<file path="src/rtl/beatRecords.hex">
// One 14-bit sample per line: record 0 then record 1, 75 samples each.
2000
1FFE
2001
1FFF
05F0
05EE
05F2
05FA
0609
061A
062C
063A
0640
063C
0630
061E
060C
05FE
05F6
05F0
05EC
05EA
05E8
05E6
05E2
05DA
05C8
05BE
0618
0730
092E
0AC8
096A
06F4
0516
056E
05BE
05DC
05E4
05E8
05EC
05F2
05FA
0606
0616
062A
0642
065E
067C
069A
06B4
06C6
06CE
06CA
06BA
06A2
0686
0668
064A
0630
061A
060A
05FE
05F6
05F0
05EC
05EA
05E8
05E8
05E6
05E6
05E4
05E4
05E2
05E2
2000
2002
1FFD
2000
0668
0666
0664
0668
0670
067C
068C
069E
06B0
06BE
06C4
06C0
06B4
06A4
0694
0686
067C
0676
0672
0670
066E
066C
066A
0668
0666
0664
0662
0660
065E
065C
065A
0654
064A
0636
0618
05FA
06A4
0884
0AE6
0CBC
0D52
0BCC
08C0
05C8
0460
04EC
0596
0618
064A
065A
0668
067C
069A
06C2
06F4
072C
0762
078A
07A0
079C
0780
0754
071C
06E4
06B4
0692
067E
0674
066E
066A
0668
</file>
<file path="src/rtl/ecgDataPkg.sv">
`default_nettype none

package ecgDataPkg;

	// Sample words and record layout of the beat table.
	localparam int SAMPLE_WIDTH       = 14;
	localparam int SAMPLES_PER_BEAT   = 75;
	localparam int NUM_RECORDS        = 2;
	localparam int SAMPLE_INDEX_WIDTH = 7;
	localparam int RECORD_WIDTH       = 1;
	localparam int ROM_ADDR_WIDTH     = 8;
	localparam int ROM_DEPTH          = NUM_RECORDS * SAMPLES_PER_BEAT;

endpackage

`default_nettype wire

</file>
<file path="src/rtl/ecgClassPkg.sv">
`default_nettype none

package ecgClassPkg;

	typedef enum logic [1:0] {
		CLASS_NORMAL,
		CLASS_HIGH_AMPLITUDE,
		CLASS_SHIFTED_PEAK
	} beatClass_t;

	typedef enum logic [1:0] {
		SEQ_IDLE,
		SEQ_RUN,
		SEQ_DRAIN
	} seqState_t;

	localparam int AMPLITUDE_WIDTH = 14;

endpackage

`default_nettype wire

</file>
<file path="src/rtl/beatRom.sv">
`timescale 1ns/1ns
`default_nettype none

module beatRom (
	input  logic                                  clk,
	input  logic [ecgDataPkg::ROM_ADDR_WIDTH-1:0] romAddr,
	output logic [ecgDataPkg::SAMPLE_WIDTH-1:0]   romData
);

	logic [ecgDataPkg::SAMPLE_WIDTH-1:0] mem [0:ecgDataPkg::ROM_DEPTH-1];

	// Records stored back to back, 75 words each.
	initial begin
		$readmemh("/design/src/rtl/beatRecords.hex", mem);
	end

	always_ff @(posedge clk) begin
		romData <= mem[romAddr];
	end

endmodule

`default_nettype wire

</file>
<file path="src/rtl/sampleSequencer.sv">
`timescale 1ns/1ns
`default_nettype none

module sampleSequencer (
	input  logic                                      clk,
	input  logic                                      reset,
	input  logic                                      start,
	input  logic [ecgDataPkg::RECORD_WIDTH-1:0]       recordSelect,
	input  logic [ecgClassPkg::AMPLITUDE_WIDTH-1:0]   ampThresholdIn,
	input  logic [ecgDataPkg::SAMPLE_INDEX_WIDTH-1:0] peakLowIn,
	input  logic [ecgDataPkg::SAMPLE_INDEX_WIDTH-1:0] peakHighIn,
	input  logic                                      resultValid,
	output logic                                      busy,
	output logic [ecgDataPkg::ROM_ADDR_WIDTH-1:0]     romAddr,
	output logic                                      sampleStrobe,
	output logic [ecgDataPkg::SAMPLE_INDEX_WIDTH-1:0] sampleIndex,
	output logic                                      lastSample,
	output logic [ecgClassPkg::AMPLITUDE_WIDTH-1:0]   ampThreshold,
	output logic [ecgDataPkg::SAMPLE_INDEX_WIDTH-1:0] peakLow,
	output logic [ecgDataPkg::SAMPLE_INDEX_WIDTH-1:0] peakHigh
);

	localparam int AW = ecgDataPkg::ROM_ADDR_WIDTH;
	localparam int IW = ecgDataPkg::SAMPLE_INDEX_WIDTH;
	localparam logic [IW-1:0] LAST_INDEX = IW'(ecgDataPkg::SAMPLES_PER_BEAT - 1);

	ecgClassPkg::seqState_t state;
	logic [IW-1:0] index;
	logic [ecgDataPkg::RECORD_WIDTH-1:0] recordHeld;
	logic [AW-1:0] recordBase;
	logic issueValid;
	logic issueLast;
	logic [IW-1:0] issueIndex;
	logic accept;

	// Busy drops together with the result pulse.
	assign busy = (state != ecgClassPkg::SEQ_IDLE) &&
		!((state == ecgClassPkg::SEQ_DRAIN) && resultValid);
	assign accept = start && !busy;
	assign recordBase = AW'(recordHeld) * AW'(ecgDataPkg::SAMPLES_PER_BEAT);

	always_ff @(posedge clk) begin
		if (reset) begin
			state <= ecgClassPkg::SEQ_IDLE;
		end else if (accept) begin
			state <= ecgClassPkg::SEQ_RUN;
		end else if (state == ecgClassPkg::SEQ_RUN && index == LAST_INDEX) begin
			state <= ecgClassPkg::SEQ_DRAIN;
		end else if (state == ecgClassPkg::SEQ_DRAIN && resultValid) begin
			state <= ecgClassPkg::SEQ_IDLE;
		end
	end

	// Beat settings held for the whole beat.
	always_ff @(posedge clk) begin
		if (accept) begin
			recordHeld <= recordSelect;
			ampThreshold <= ampThresholdIn;
			peakLow <= peakLowIn;
			peakHigh <= peakHighIn;
			index <= '0;
		end else if (state == ecgClassPkg::SEQ_RUN) begin
			index <= index + 1'b1;
		end
	end

	always_ff @(posedge clk) begin
		romAddr <= recordBase + AW'(index);
		issueIndex <= index;
		sampleIndex <= issueIndex;
	end

	// Strobes trail the address by one cycle to meet the ROM data.
	always_ff @(posedge clk) begin
		if (reset) begin
			issueValid <= 1'b0;
			issueLast <= 1'b0;
			sampleStrobe <= 1'b0;
			lastSample <= 1'b0;
		end else begin
			issueValid <= state == ecgClassPkg::SEQ_RUN;
			issueLast <= (state == ecgClassPkg::SEQ_RUN) && (index == LAST_INDEX);
			sampleStrobe <= issueValid;
			lastSample <= issueLast;
		end
	end

endmodule

`default_nettype wire

</file>
<file path="src/rtl/featureExtractor.sv">
`timescale 1ns/1ns
`default_nettype none

module featureExtractor #(
	parameter int SKIP_SAMPLES = 4
) (
	input  logic                                      clk,
	input  logic                                      reset,
	input  logic [ecgDataPkg::SAMPLE_WIDTH-1:0]       romData,
	input  logic                                      sampleStrobe,
	input  logic [ecgDataPkg::SAMPLE_INDEX_WIDTH-1:0] sampleIndex,
	input  logic                                      lastSample,
	output logic                                      featuresDone,
	output logic [ecgDataPkg::SAMPLE_WIDTH-1:0]       maxValue,
	output logic [ecgDataPkg::SAMPLE_WIDTH-1:0]       minValue,
	output logic [ecgDataPkg::SAMPLE_INDEX_WIDTH-1:0] maxIndex
);

	localparam int IW = ecgDataPkg::SAMPLE_INDEX_WIDTH;
	localparam logic [IW-1:0] SKIP_INDEX = IW'(SKIP_SAMPLES);

	logic counted;
	logic firstSample;

	// Leading samples carry the calibration marker.
	assign counted = sampleStrobe && (sampleIndex >= SKIP_INDEX);
	assign firstSample = sampleIndex == SKIP_INDEX;

	// Strictly greater keeps the earliest peak on a tie.
	always_ff @(posedge clk) begin
		if (counted) begin
			if (firstSample || romData > maxValue) begin
				maxValue <= romData;
				maxIndex <= sampleIndex;
			end
			if (firstSample || romData < minValue) begin
				minValue <= romData;
			end
		end
	end

	always_ff @(posedge clk) begin
		if (reset) begin
			featuresDone <= 1'b0;
		end else begin
			featuresDone <= sampleStrobe && lastSample;
		end
	end

endmodule

`default_nettype wire

</file>
<file path="src/rtl/beatClassifier.sv">
`timescale 1ns/1ns
`default_nettype none

module beatClassifier (
	input  logic                                      clk,
	input  logic                                      reset,
	input  logic                                      featuresDone,
	input  logic [ecgDataPkg::SAMPLE_WIDTH-1:0]       maxValue,
	input  logic [ecgDataPkg::SAMPLE_WIDTH-1:0]       minValue,
	input  logic [ecgDataPkg::SAMPLE_INDEX_WIDTH-1:0] maxIndex,
	input  logic [ecgClassPkg::AMPLITUDE_WIDTH-1:0]   ampThreshold,
	input  logic [ecgDataPkg::SAMPLE_INDEX_WIDTH-1:0] peakLow,
	input  logic [ecgDataPkg::SAMPLE_INDEX_WIDTH-1:0] peakHigh,
	output logic                                      resultValid,
	output ecgClassPkg::beatClass_t                   beatClass,
	output logic [ecgClassPkg::AMPLITUDE_WIDTH-1:0]   peakAmplitude,
	output logic [ecgDataPkg::SAMPLE_INDEX_WIDTH-1:0] peakIndex
);

	logic [ecgClassPkg::AMPLITUDE_WIDTH-1:0] amplitude;
	ecgClassPkg::beatClass_t nextClass;

	assign amplitude = maxValue - minValue;

	// Amplitude check wins over the peak position.
	always_comb begin
		if (amplitude >= ampThreshold) begin
			nextClass = ecgClassPkg::CLASS_HIGH_AMPLITUDE;
		end else if (maxIndex < peakLow || maxIndex > peakHigh) begin
			nextClass = ecgClassPkg::CLASS_SHIFTED_PEAK;
		end else begin
			nextClass = ecgClassPkg::CLASS_NORMAL;
		end
	end

	always_ff @(posedge clk) begin
		if (reset) begin
			resultValid <= 1'b0;
			beatClass <= ecgClassPkg::CLASS_NORMAL;
		end else begin
			resultValid <= featuresDone;
			if (featuresDone) begin
				beatClass <= nextClass;
			end
		end
	end

	always_ff @(posedge clk) begin
		if (featuresDone) begin
			peakAmplitude <= amplitude;
			peakIndex <= maxIndex;
		end
	end

endmodule

`default_nettype wire

</file>
<file path="src/rtl/ecgBeatTop.sv">
`timescale 1ns/1ns
`default_nettype none

module ecgBeatTop #(
	parameter int SKIP_SAMPLES = 4
) (
	input  logic                                      clk,
	input  logic                                      reset,
	input  logic                                      start,
	input  logic [ecgDataPkg::RECORD_WIDTH-1:0]       recordSelect,
	input  logic [ecgClassPkg::AMPLITUDE_WIDTH-1:0]   ampThreshold,
	input  logic [ecgDataPkg::SAMPLE_INDEX_WIDTH-1:0] peakLow,
	input  logic [ecgDataPkg::SAMPLE_INDEX_WIDTH-1:0] peakHigh,
	output logic                                      busy,
	output logic                                      resultValid,
	output ecgClassPkg::beatClass_t                   beatClass,
	output logic [ecgClassPkg::AMPLITUDE_WIDTH-1:0]   peakAmplitude,
	output logic [ecgDataPkg::SAMPLE_INDEX_WIDTH-1:0] peakIndex
);

	logic [ecgDataPkg::ROM_ADDR_WIDTH-1:0] romAddr;
	logic [ecgDataPkg::SAMPLE_WIDTH-1:0] romData;
	logic sampleStrobe;
	logic [ecgDataPkg::SAMPLE_INDEX_WIDTH-1:0] sampleIndex;
	logic lastSample;
	logic [ecgClassPkg::AMPLITUDE_WIDTH-1:0] ampThresholdHeld;
	logic [ecgDataPkg::SAMPLE_INDEX_WIDTH-1:0] peakLowHeld;
	logic [ecgDataPkg::SAMPLE_INDEX_WIDTH-1:0] peakHighHeld;
	logic featuresDone;
	logic [ecgDataPkg::SAMPLE_WIDTH-1:0] maxValue;
	logic [ecgDataPkg::SAMPLE_WIDTH-1:0] minValue;
	logic [ecgDataPkg::SAMPLE_INDEX_WIDTH-1:0] maxIndex;

	sampleSequencer sampleSequencer_inst (
		.clk(clk),
		.reset(reset),
		.start(start),
		.recordSelect(recordSelect),
		.ampThresholdIn(ampThreshold),
		.peakLowIn(peakLow),
		.peakHighIn(peakHigh),
		.resultValid(resultValid),
		.busy(busy),
		.romAddr(romAddr),
		.sampleStrobe(sampleStrobe),
		.sampleIndex(sampleIndex),
		.lastSample(lastSample),
		.ampThreshold(ampThresholdHeld),
		.peakLow(peakLowHeld),
		.peakHigh(peakHighHeld)
	);

	beatRom beatRom_inst (
		.clk(clk),
		.romAddr(romAddr),
		.romData(romData)
	);

	featureExtractor #(
		.SKIP_SAMPLES(SKIP_SAMPLES)
	) featureExtractor_inst (
		.clk(clk),
		.reset(reset),
		.romData(romData),
		.sampleStrobe(sampleStrobe),
		.sampleIndex(sampleIndex),
		.lastSample(lastSample),
		.featuresDone(featuresDone),
		.maxValue(maxValue),
		.minValue(minValue),
		.maxIndex(maxIndex)
	);

	beatClassifier beatClassifier_inst (
		.clk(clk),
		.reset(reset),
		.featuresDone(featuresDone),
		.maxValue(maxValue),
		.minValue(minValue),
		.maxIndex(maxIndex),
		.ampThreshold(ampThresholdHeld),
		.peakLow(peakLowHeld),
		.peakHigh(peakHighHeld),
		.resultValid(resultValid),
		.beatClass(beatClass),
		.peakAmplitude(peakAmplitude),
		.peakIndex(peakIndex)
	);

endmodule

`default_nettype wire

</file>
<file path="config.mk">
export PLATFORM = sky130hd
export DESIGN_NAME = ecgBeatTop
export DESIGN_NICKNAME = d
export VERILOG_FILES = /design/src/rtl/ecgDataPkg.sv /design/src/rtl/ecgClassPkg.sv /design/src/rtl/beatRom.sv /design/src/rtl/sampleSequencer.sv /design/src/rtl/featureExtractor.sv /design/src/rtl/beatClassifier.sv /design/src/rtl/ecgBeatTop.sv
export SDC_FILE = /design/constraint.sdc
export NUM_CORES = 1
export LEC_CHECK = 0
export ABC_AREA = 0
export BUFFER_PORTS_ARGS = -buffer_cell sky130_fd_sc_hd__clkbuf_2
export CORE_UTILIZATION = 52
export CTS_CLUSTER_SIZE = 28
export DETAILED_ROUTE_END_ITERATION = 10
export PLACE_DENSITY_LB_ADDON = 0.3
export SLEW_MARGIN = 20
export SYNTH_ARGS = -nofsm -noshare
export SYNTH_HDL_FRONTEND = slang
export SYNTH_SLANG_ARGS = --single-unit
</file>
<file path="constraint.sdc">
create_clock -name clk -period 2.6 [get_ports clk]
set_clock_uncertainty 0.15 [all_clocks]
set_input_delay 0.26 -clock clk [delete_from_list [all_inputs] [get_ports clk]]
set_output_delay 0.26 -clock clk [all_outputs]
set_load 0.01 [all_outputs]
</file>
==> impl_metrics.env, run 1 <==
export IMPL_status="finished, final reports clean"
export IMPL_die_w_um=67.4
export IMPL_grt_pass1_wl_mm=5.89
export IMPL_max_clock_path_buffers=2
export IMPL_path_clk_slew_ns=0.07
export IMPL_leakagePower_nw=1.20
export IMPL_port_buffer_count=26
export IMPL_rows=23
export IMPL_grt_pass1_vias=1328
export IMPL_synth_seq_area_share_pct=64.9
export IMPL_seq_area_um2=1440
export IMPL_dpl_hpwl_mm=2.55
export IMPL_drive_gt1_share_pct=21.4
export IMPL_synth_cell_types=37
export IMPL_antenna_found_initial=0
export IMPL_cts_tree="built"
export IMPL_grt_use_total_pct=19.3
export IMPL_worstReg2RegStart="featureExtractor_inst.maxIndex[6]"
export IMPL_synth_seq_cells=58
export IMPL_r2r_end="beatClassifier_inst.beatClass[1]"
export IMPL_grt_max_degree=17
export IMPL_synth_top_area_cell="edfxtp_1"
export IMPL_firstDrtPassIters=4
export IMPL_drtAntennaViolNets=0
export IMPL_synth_flop_cell="dfxtp_1"
export IMPL_vias=1307
export IMPL_path_max_fanout=3
export IMPL_globalplace_congestion=0.787
export IMPL_ir_drop_mv=0.614
export IMPL_root_buffer="clkbuf_8"
export IMPL_synth_area_leaders="edfxtp_1 38%, dfxtp_1 27%, ha_1 8.5%"
export IMPL_grt_remaining_overflow=0
export IMPL_die_h_um=67.4
export IMPL_synth_most_common_cell="dfxtp_1"
export IMPL_r2r_cells=5
export IMPL_syn_to_final_growth_pct=22.6
export IMPL_setup_tns_final_ns=0
export IMPL_cp_required_ns=2.70
export IMPL_drc=0
export IMPL_hold_viol_final=0
export IMPL_crit_type="flop to flop"
export IMPL_hp_class="primary input to flop"
export IMPL_htree_levels=3
export IMPL_netlist_area_um2=2220
export IMPL_synth_edff_count=28
export IMPL_vias_per_cell=4.77
export IMPL_max_cap_violations=0
export IMPL_crit_path_start_kind="flop"
export IMPL_finalCriticalPeriod_ns=1.68
export IMPL_utilization_pct=67.1
export IMPL_start_util_pct=54.7
export IMPL_finalPower_mw=2.07
export IMPL_numCtsBuffers=9
export IMPL_wl_mm=3.78
export IMPL_worst_path_largest_cell_delay_ns=0.44
export IMPL_arrival_ns=1.77
export IMPL_synthTopCellsByCount="30 x dfxtp_1, 28 x edfxtp_1, 17 x inv_1"
export IMPL_synth_area_per_cell_um2=13.1
export IMPL_ys_warnings_count=0
export IMPL_startpoint="featureExtractor_inst.maxIndex[6]"
export IMPL_finalCritPeriodShare_pct=64.4
export IMPL_maxSlewViolCount=0
export IMPL_die_area_um2=4540
export IMPL_netlist_instances=169
export IMPL_wl_per_cell_um=13.8
export IMPL_layout_nets=266
export IMPL_reg2reg_slack_ns=0.92
export IMPL_fillers=297
export IMPL_crit_end="beatClassifier_inst.beatClass[1]"
export IMPL_multiInputGateArea_um2=641
export IMPL_cp_cell_sequence="ha_1, a21oi_1, o21a_1, o21ai_0, a311oi_1"
export IMPL_coreArea_um2=4060
export IMPL_diodes=0
export IMPL_final_setup_viol_count=0
export IMPL_drt_iter0_drc=53
export IMPL_rsz0062_at_grt="no"
export IMPL_clk_latency_ns=0.33
export IMPL_fmax_mhz=597
export IMPL_cts_num_sinks=58
export IMPL_ioPinCount=57
export IMPL_cp_slowest_cell="edfxtp_1"
export IMPL_cp_end_kind="flop"
export IMPL_async_flop_share_pct=0
export IMPL_synth_top_cell_area_share_pct=37.9
export IMPL_p_per_area_nw_per_um2=760
[kinds of logic after synthesis]
group / after synthesis / synth area share (%)
buffers and inverters: 34 / 8.62
AOI/OAI and AO/OA: 23 / 7.04
adders and majority gates: 15 / 8.45
DFF: 58 / 64.9
xor gates and xnor gates: 5 / 1.97
and+or+nand+nor: 33 / 8.85
other: 1 / 0.169
[power breakdown]
| part | total (mW) | leakage, nW | switching (mW) | internal (mW) |
|---|---|---|---|---|
| Clock | 0.924 | 0.118 | 0.361 | 0.563 |
| Sequential | 1.02 | 0.505 | 0.0204 | 1.00 |
| Combinational | 0.124 | 0.575 | 0.0658 | 0.0584 |
| Total | 2.07 | 1.20 | 0.447 | 1.62 |
[worst min path at each step]
stage                                          endpoint                          startpoint  depth (start not counted)  slack [ns]
global placement    sampleSequencer_inst.sampleIndex[5]  sampleSequencer_inst.issueIndex[5]                          0        0.16
floorplan           sampleSequencer_inst.sampleIndex[0]  sampleSequencer_inst.issueIndex[0]                          0        0.16
finish                    sampleSequencer_inst.state[1]                               reset                          2        0.08
CTS                       sampleSequencer_inst.state[1]                               reset                          2        0.06
detailed placement  sampleSequencer_inst.sampleIndex[2]  sampleSequencer_inst.issueIndex[2]                          0        0.16
global route            sampleSequencer_inst.lastSample                               reset                          2        0.07
[layout by cell type, fill, tap and decap left out, types with 2 or more instances in the layout]
cell type       n
a211oi_1        2
a21oi_1         7
buf_4           2
clkbuf_16       2
clkbuf_2       26
clkbuf_8        9
conb_1         15
dfxtp_1        30
dlygate4sd3_1  14
edfxtp_1       28
ha_1           15
inv_1          17
inv_4           2
nand2_1         5
nand3b_1        2
nand4_1         3
nor2_1         10
nor2b_1         4
o21a_1          2
o21ai_0         3
xnor2_1         2
xor2_1          3
[state kept, by name, summed over array words and instances, names as in the netlist, 2 cells and up]
| name | count |
|---|---|
| sampleSequencer_inst.peakLow | 7 |
| sampleSequencer_inst.state | 2 |
| sampleSequencer_inst.issueIndex | 7 |
| beatClassifier_inst.peakIndex | 7 |
| featureExtractor_inst.maxIndex | 7 |
| sampleSequencer_inst.index | 7 |
| sampleSequencer_inst.peakHigh | 7 |
| sampleSequencer_inst.sampleIndex | 7 |
[worst max-delay path: cells and delay by family, from the launching register on]
kind                     cells  cell delay [ns]
adder cells (fa/ha/maj)      1             0.35
AO/OA/AOI/OAI                4             0.66
flip-flops                   1             0.44
[per-layer routing]
metal / track usage [%] / part of all wire, % / up-vias
met5: 0 / 0 / -
met4: 8.51 / 0.90 / 0
met3: 10.3 / 3.9 / 5
met2: 34.9 / 57 / 28
met1: 17.8 / 38 / 618
li1: - / - / 656
[stage by stage]
| stage | hold WS, ns | setup slack (ns) | cells | instance area (um2) |
|---|---|---|---|---|
| 2_1_floorplan | 0.160 | 0.675 | 183 | 2270 |
| 3_3_place_gp | 0.161 | 0.968 | 244 | 2350 |
| 3_5_place_dp | 0.162 | 0.932 | 244 | 2350 |
| 4_1_cts | 0.0628 | 0.922 | 274 | 2720 |
| 5_1_grt | 0.0707 | 0.816 | 274 | 2720 |
| 6_report | 0.0797 | 0.924 | 274 | 2720 |
[what timing repair did]
action                                  in CTS  in global routing
hold buffers                                14                  0
endpoints found under the setup margin       0                  0
resized for setup                            0                  0
hold endpoints to repair                    14                  0
buffers inserted                             0                  0
[layout make-up]
| type | instances | area share (%) |
|---|---|---|
| tap | 50 | 2.30 |
| clock inverter | 4 | 1.88 |
| multi-input combinational | 91 | 23.5 |
| clock buffer | 12 | 6.53 |
| sequential | 58 | 52.9 |
| timing repair buffer | 42 | 10.5 |
| inverter | 17 | 2.34 |
Note: power is estimated with default switching activity, not from simulation.
==> inputs of run 2 (changes only) <==
clock period = 1.6 ns   (was 2.6 ns; I/O delays follow)
==> run 2 against run 1 <==
Compared with the run above: the flow now finishes with violations (negative setup slack); via count is 2.5% higher; utilization is 0.31 points lower; clock power is 20% higher; critical endpoint unchanged; sequential share of layout area is 0.29 points higher.
==> impl_metrics.env, run 2 (synthesized netlist as in run 1, its figures left out) <==
export IMPL_rsz0062_at_grt="yes"
export IMPL_status="finished with violations"
export IMPL_crit_type="flop to flop"
export IMPL_syn_to_final_growth_pct=22.0
export IMPL_die_area_um2=4540
export IMPL_antenna_found_initial=0
export IMPL_rows=23
export IMPL_firstDrtPassIters=4
export IMPL_vias=1340
export IMPL_reg2reg_slack_ns=-0.05
export IMPL_layout_nets=268
export IMPL_fillers=308
export IMPL_path_max_fanout=3
export IMPL_die_w_um=67.4
export IMPL_drt_iter0_drc=71
export IMPL_wl_mm=3.63
export IMPL_final_common_cell="dfxtp_1"
export IMPL_final_setup_viol_count=1
export IMPL_leakagePower_nw=1.18
export IMPL_max_clock_path_buffers=2
export IMPL_die_h_um=67.4
export IMPL_cts_tree="built"
export IMPL_failed_checks="negative setup slack"
export IMPL_coreArea_um2=4060
export IMPL_fmax_mhz=607
export IMPL_grt_pass1_vias=1303
export IMPL_finalPower_mw=2.98
export IMPL_postCtsSetupBuffers=0
export IMPL_hold_viol_final=0
export IMPL_ioPinCount=57
export IMPL_placedCellCount=245
export IMPL_cp_end_kind="flop"
export IMPL_grt_use_total_pct=18.2
export IMPL_fin_cells=276
export IMPL_cp_slowest_cell="edfxtp_1"
export IMPL_p_per_area_nw_per_um2=1100
export IMPL_cp_cell_sequence="ha_1, a21oi_1, o21a_1, o21ai_1, a311oi_1"
export IMPL_wl_per_cell_um=13.2
export IMPL_root_buffer="clkbuf_8"
export IMPL_maxSlewViolCount=0
export IMPL_finalCriticalPeriod_ns=1.65
export IMPL_drtAntennaViolNets=0
export IMPL_crit_path_start_kind="flop"
export IMPL_globalplace_congestion=0.777
export IMPL_max_cap_violations=0
export IMPL_hp_class="primary input to flop"
export IMPL_start_util_pct=54.7
export IMPL_drive_gt1_share_pct=21.2
export IMPL_cts_num_sinks=58
export IMPL_final_cell_mix="29 x dfxtp_1, 28 x edfxtp_1, 26 x clkbuf_2, 16 x inv_1"
export IMPL_ir_drop_mv=0.725
export IMPL_htree_levels=3
export IMPL_grt_pass1_wl_mm=5.71
export IMPL_drc=0
export IMPL_worst_path_largest_cell_delay_ns=0.48
export IMPL_clk_latency_ns=0.32
export IMPL_numCtsBuffers=9
export IMPL_grt_max_degree=19
export IMPL_setup_ws_ns=-0.0476
export IMPL_utilization_pct=66.8
export IMPL_grt_remaining_overflow=0
export IMPL_dpl_hpwl_mm=2.55
export IMPL_arrival_ns=1.73
export IMPL_finalCritPeriodShare_pct=103
export IMPL_diodes=0
export IMPL_cp_required_ns=1.68
export IMPL_port_buffer_count=26
export IMPL_path_clk_slew_ns=0.06
export IMPL_vias_per_cell=4.86
[run 2: routing by layer]
metal  GRT usage, %  share of wire [%]  wire (um)  vias up
li1               -                  -          -      658
met3           8.11                4.7        172        8
met2           31.1                 53       1920       34
met4           8.78                1.9         69        0
met1           18.8                 40       1470      640
met5              0                  0          0        -
[run 2: path summary, 6_finish.rpt]
kind	startpoint	endpoint	cells past startpoint
min	start	sampleSequencer_inst.state[1]	3
max	featureExtractor_inst.maxIndex[4]	beatClassifier_inst.beatClass[1]	5
max reg2reg	featureExtractor_inst.maxIndex[4]	beatClassifier_inst.beatClass[1]	5
min reg2reg	sampleSequencer_inst.issueIndex[0]	sampleSequencer_inst.sampleIndex[0]	0
[run 2: worst max-delay path: cells and delay by family, from the launching register on]
kind / cells / cell delay (ns)
DFF: 1 / 0.48
AOI/OAI and AO/OA: 4 / 0.58
adders and majority gates: 1 / 0.34
[run 2: cell type report]
cell class,count,area (um2),share of cell area [%]
clock buffer,16,160,5.91
inverter,17,63.8,2.35
multi-input combinational,91,666,24.6
sequential,58,1440,53.2
tap,50,62.6,2.31
timing repair buffer,44,315,11.6
[run 2: what timing repair did]
item / 4_1_cts / 5_1_grt
gates resized for setup: 1 / 2
hold buffers: 15 / 0
setup endpoints to repair: 1 / 1
pin swaps: 3 / 3
hold endpoints to repair: 23 / 0
[run 2: power breakdown]
part / internal, mW / switching (mW) / leakage [nW] / total (mW)
registers: 1.63 / 0.0355 / 0.506 / 1.66
logic: 0.108 / 0.108 / 0.591 / 0.215
clock network: 0.609 / 0.498 / 0.0790 / 1.11
[run 2: per-stage QoR]
step                      hold slack [ns]  setup slack, ns  TNS [ns]  cell area [um2]
after floorplan                     0.109           0.0267         0             2280
after global placement              0.161          -0.0170   -0.0170             2380
after detailed placement            0.162          -0.0542   -0.0542             2380
after CTS                          0.0674          -0.0563   -0.0563             2690
after global routing                0.100           -0.124    -0.124             2710
final                              0.0783          -0.0476   -0.0476             2710
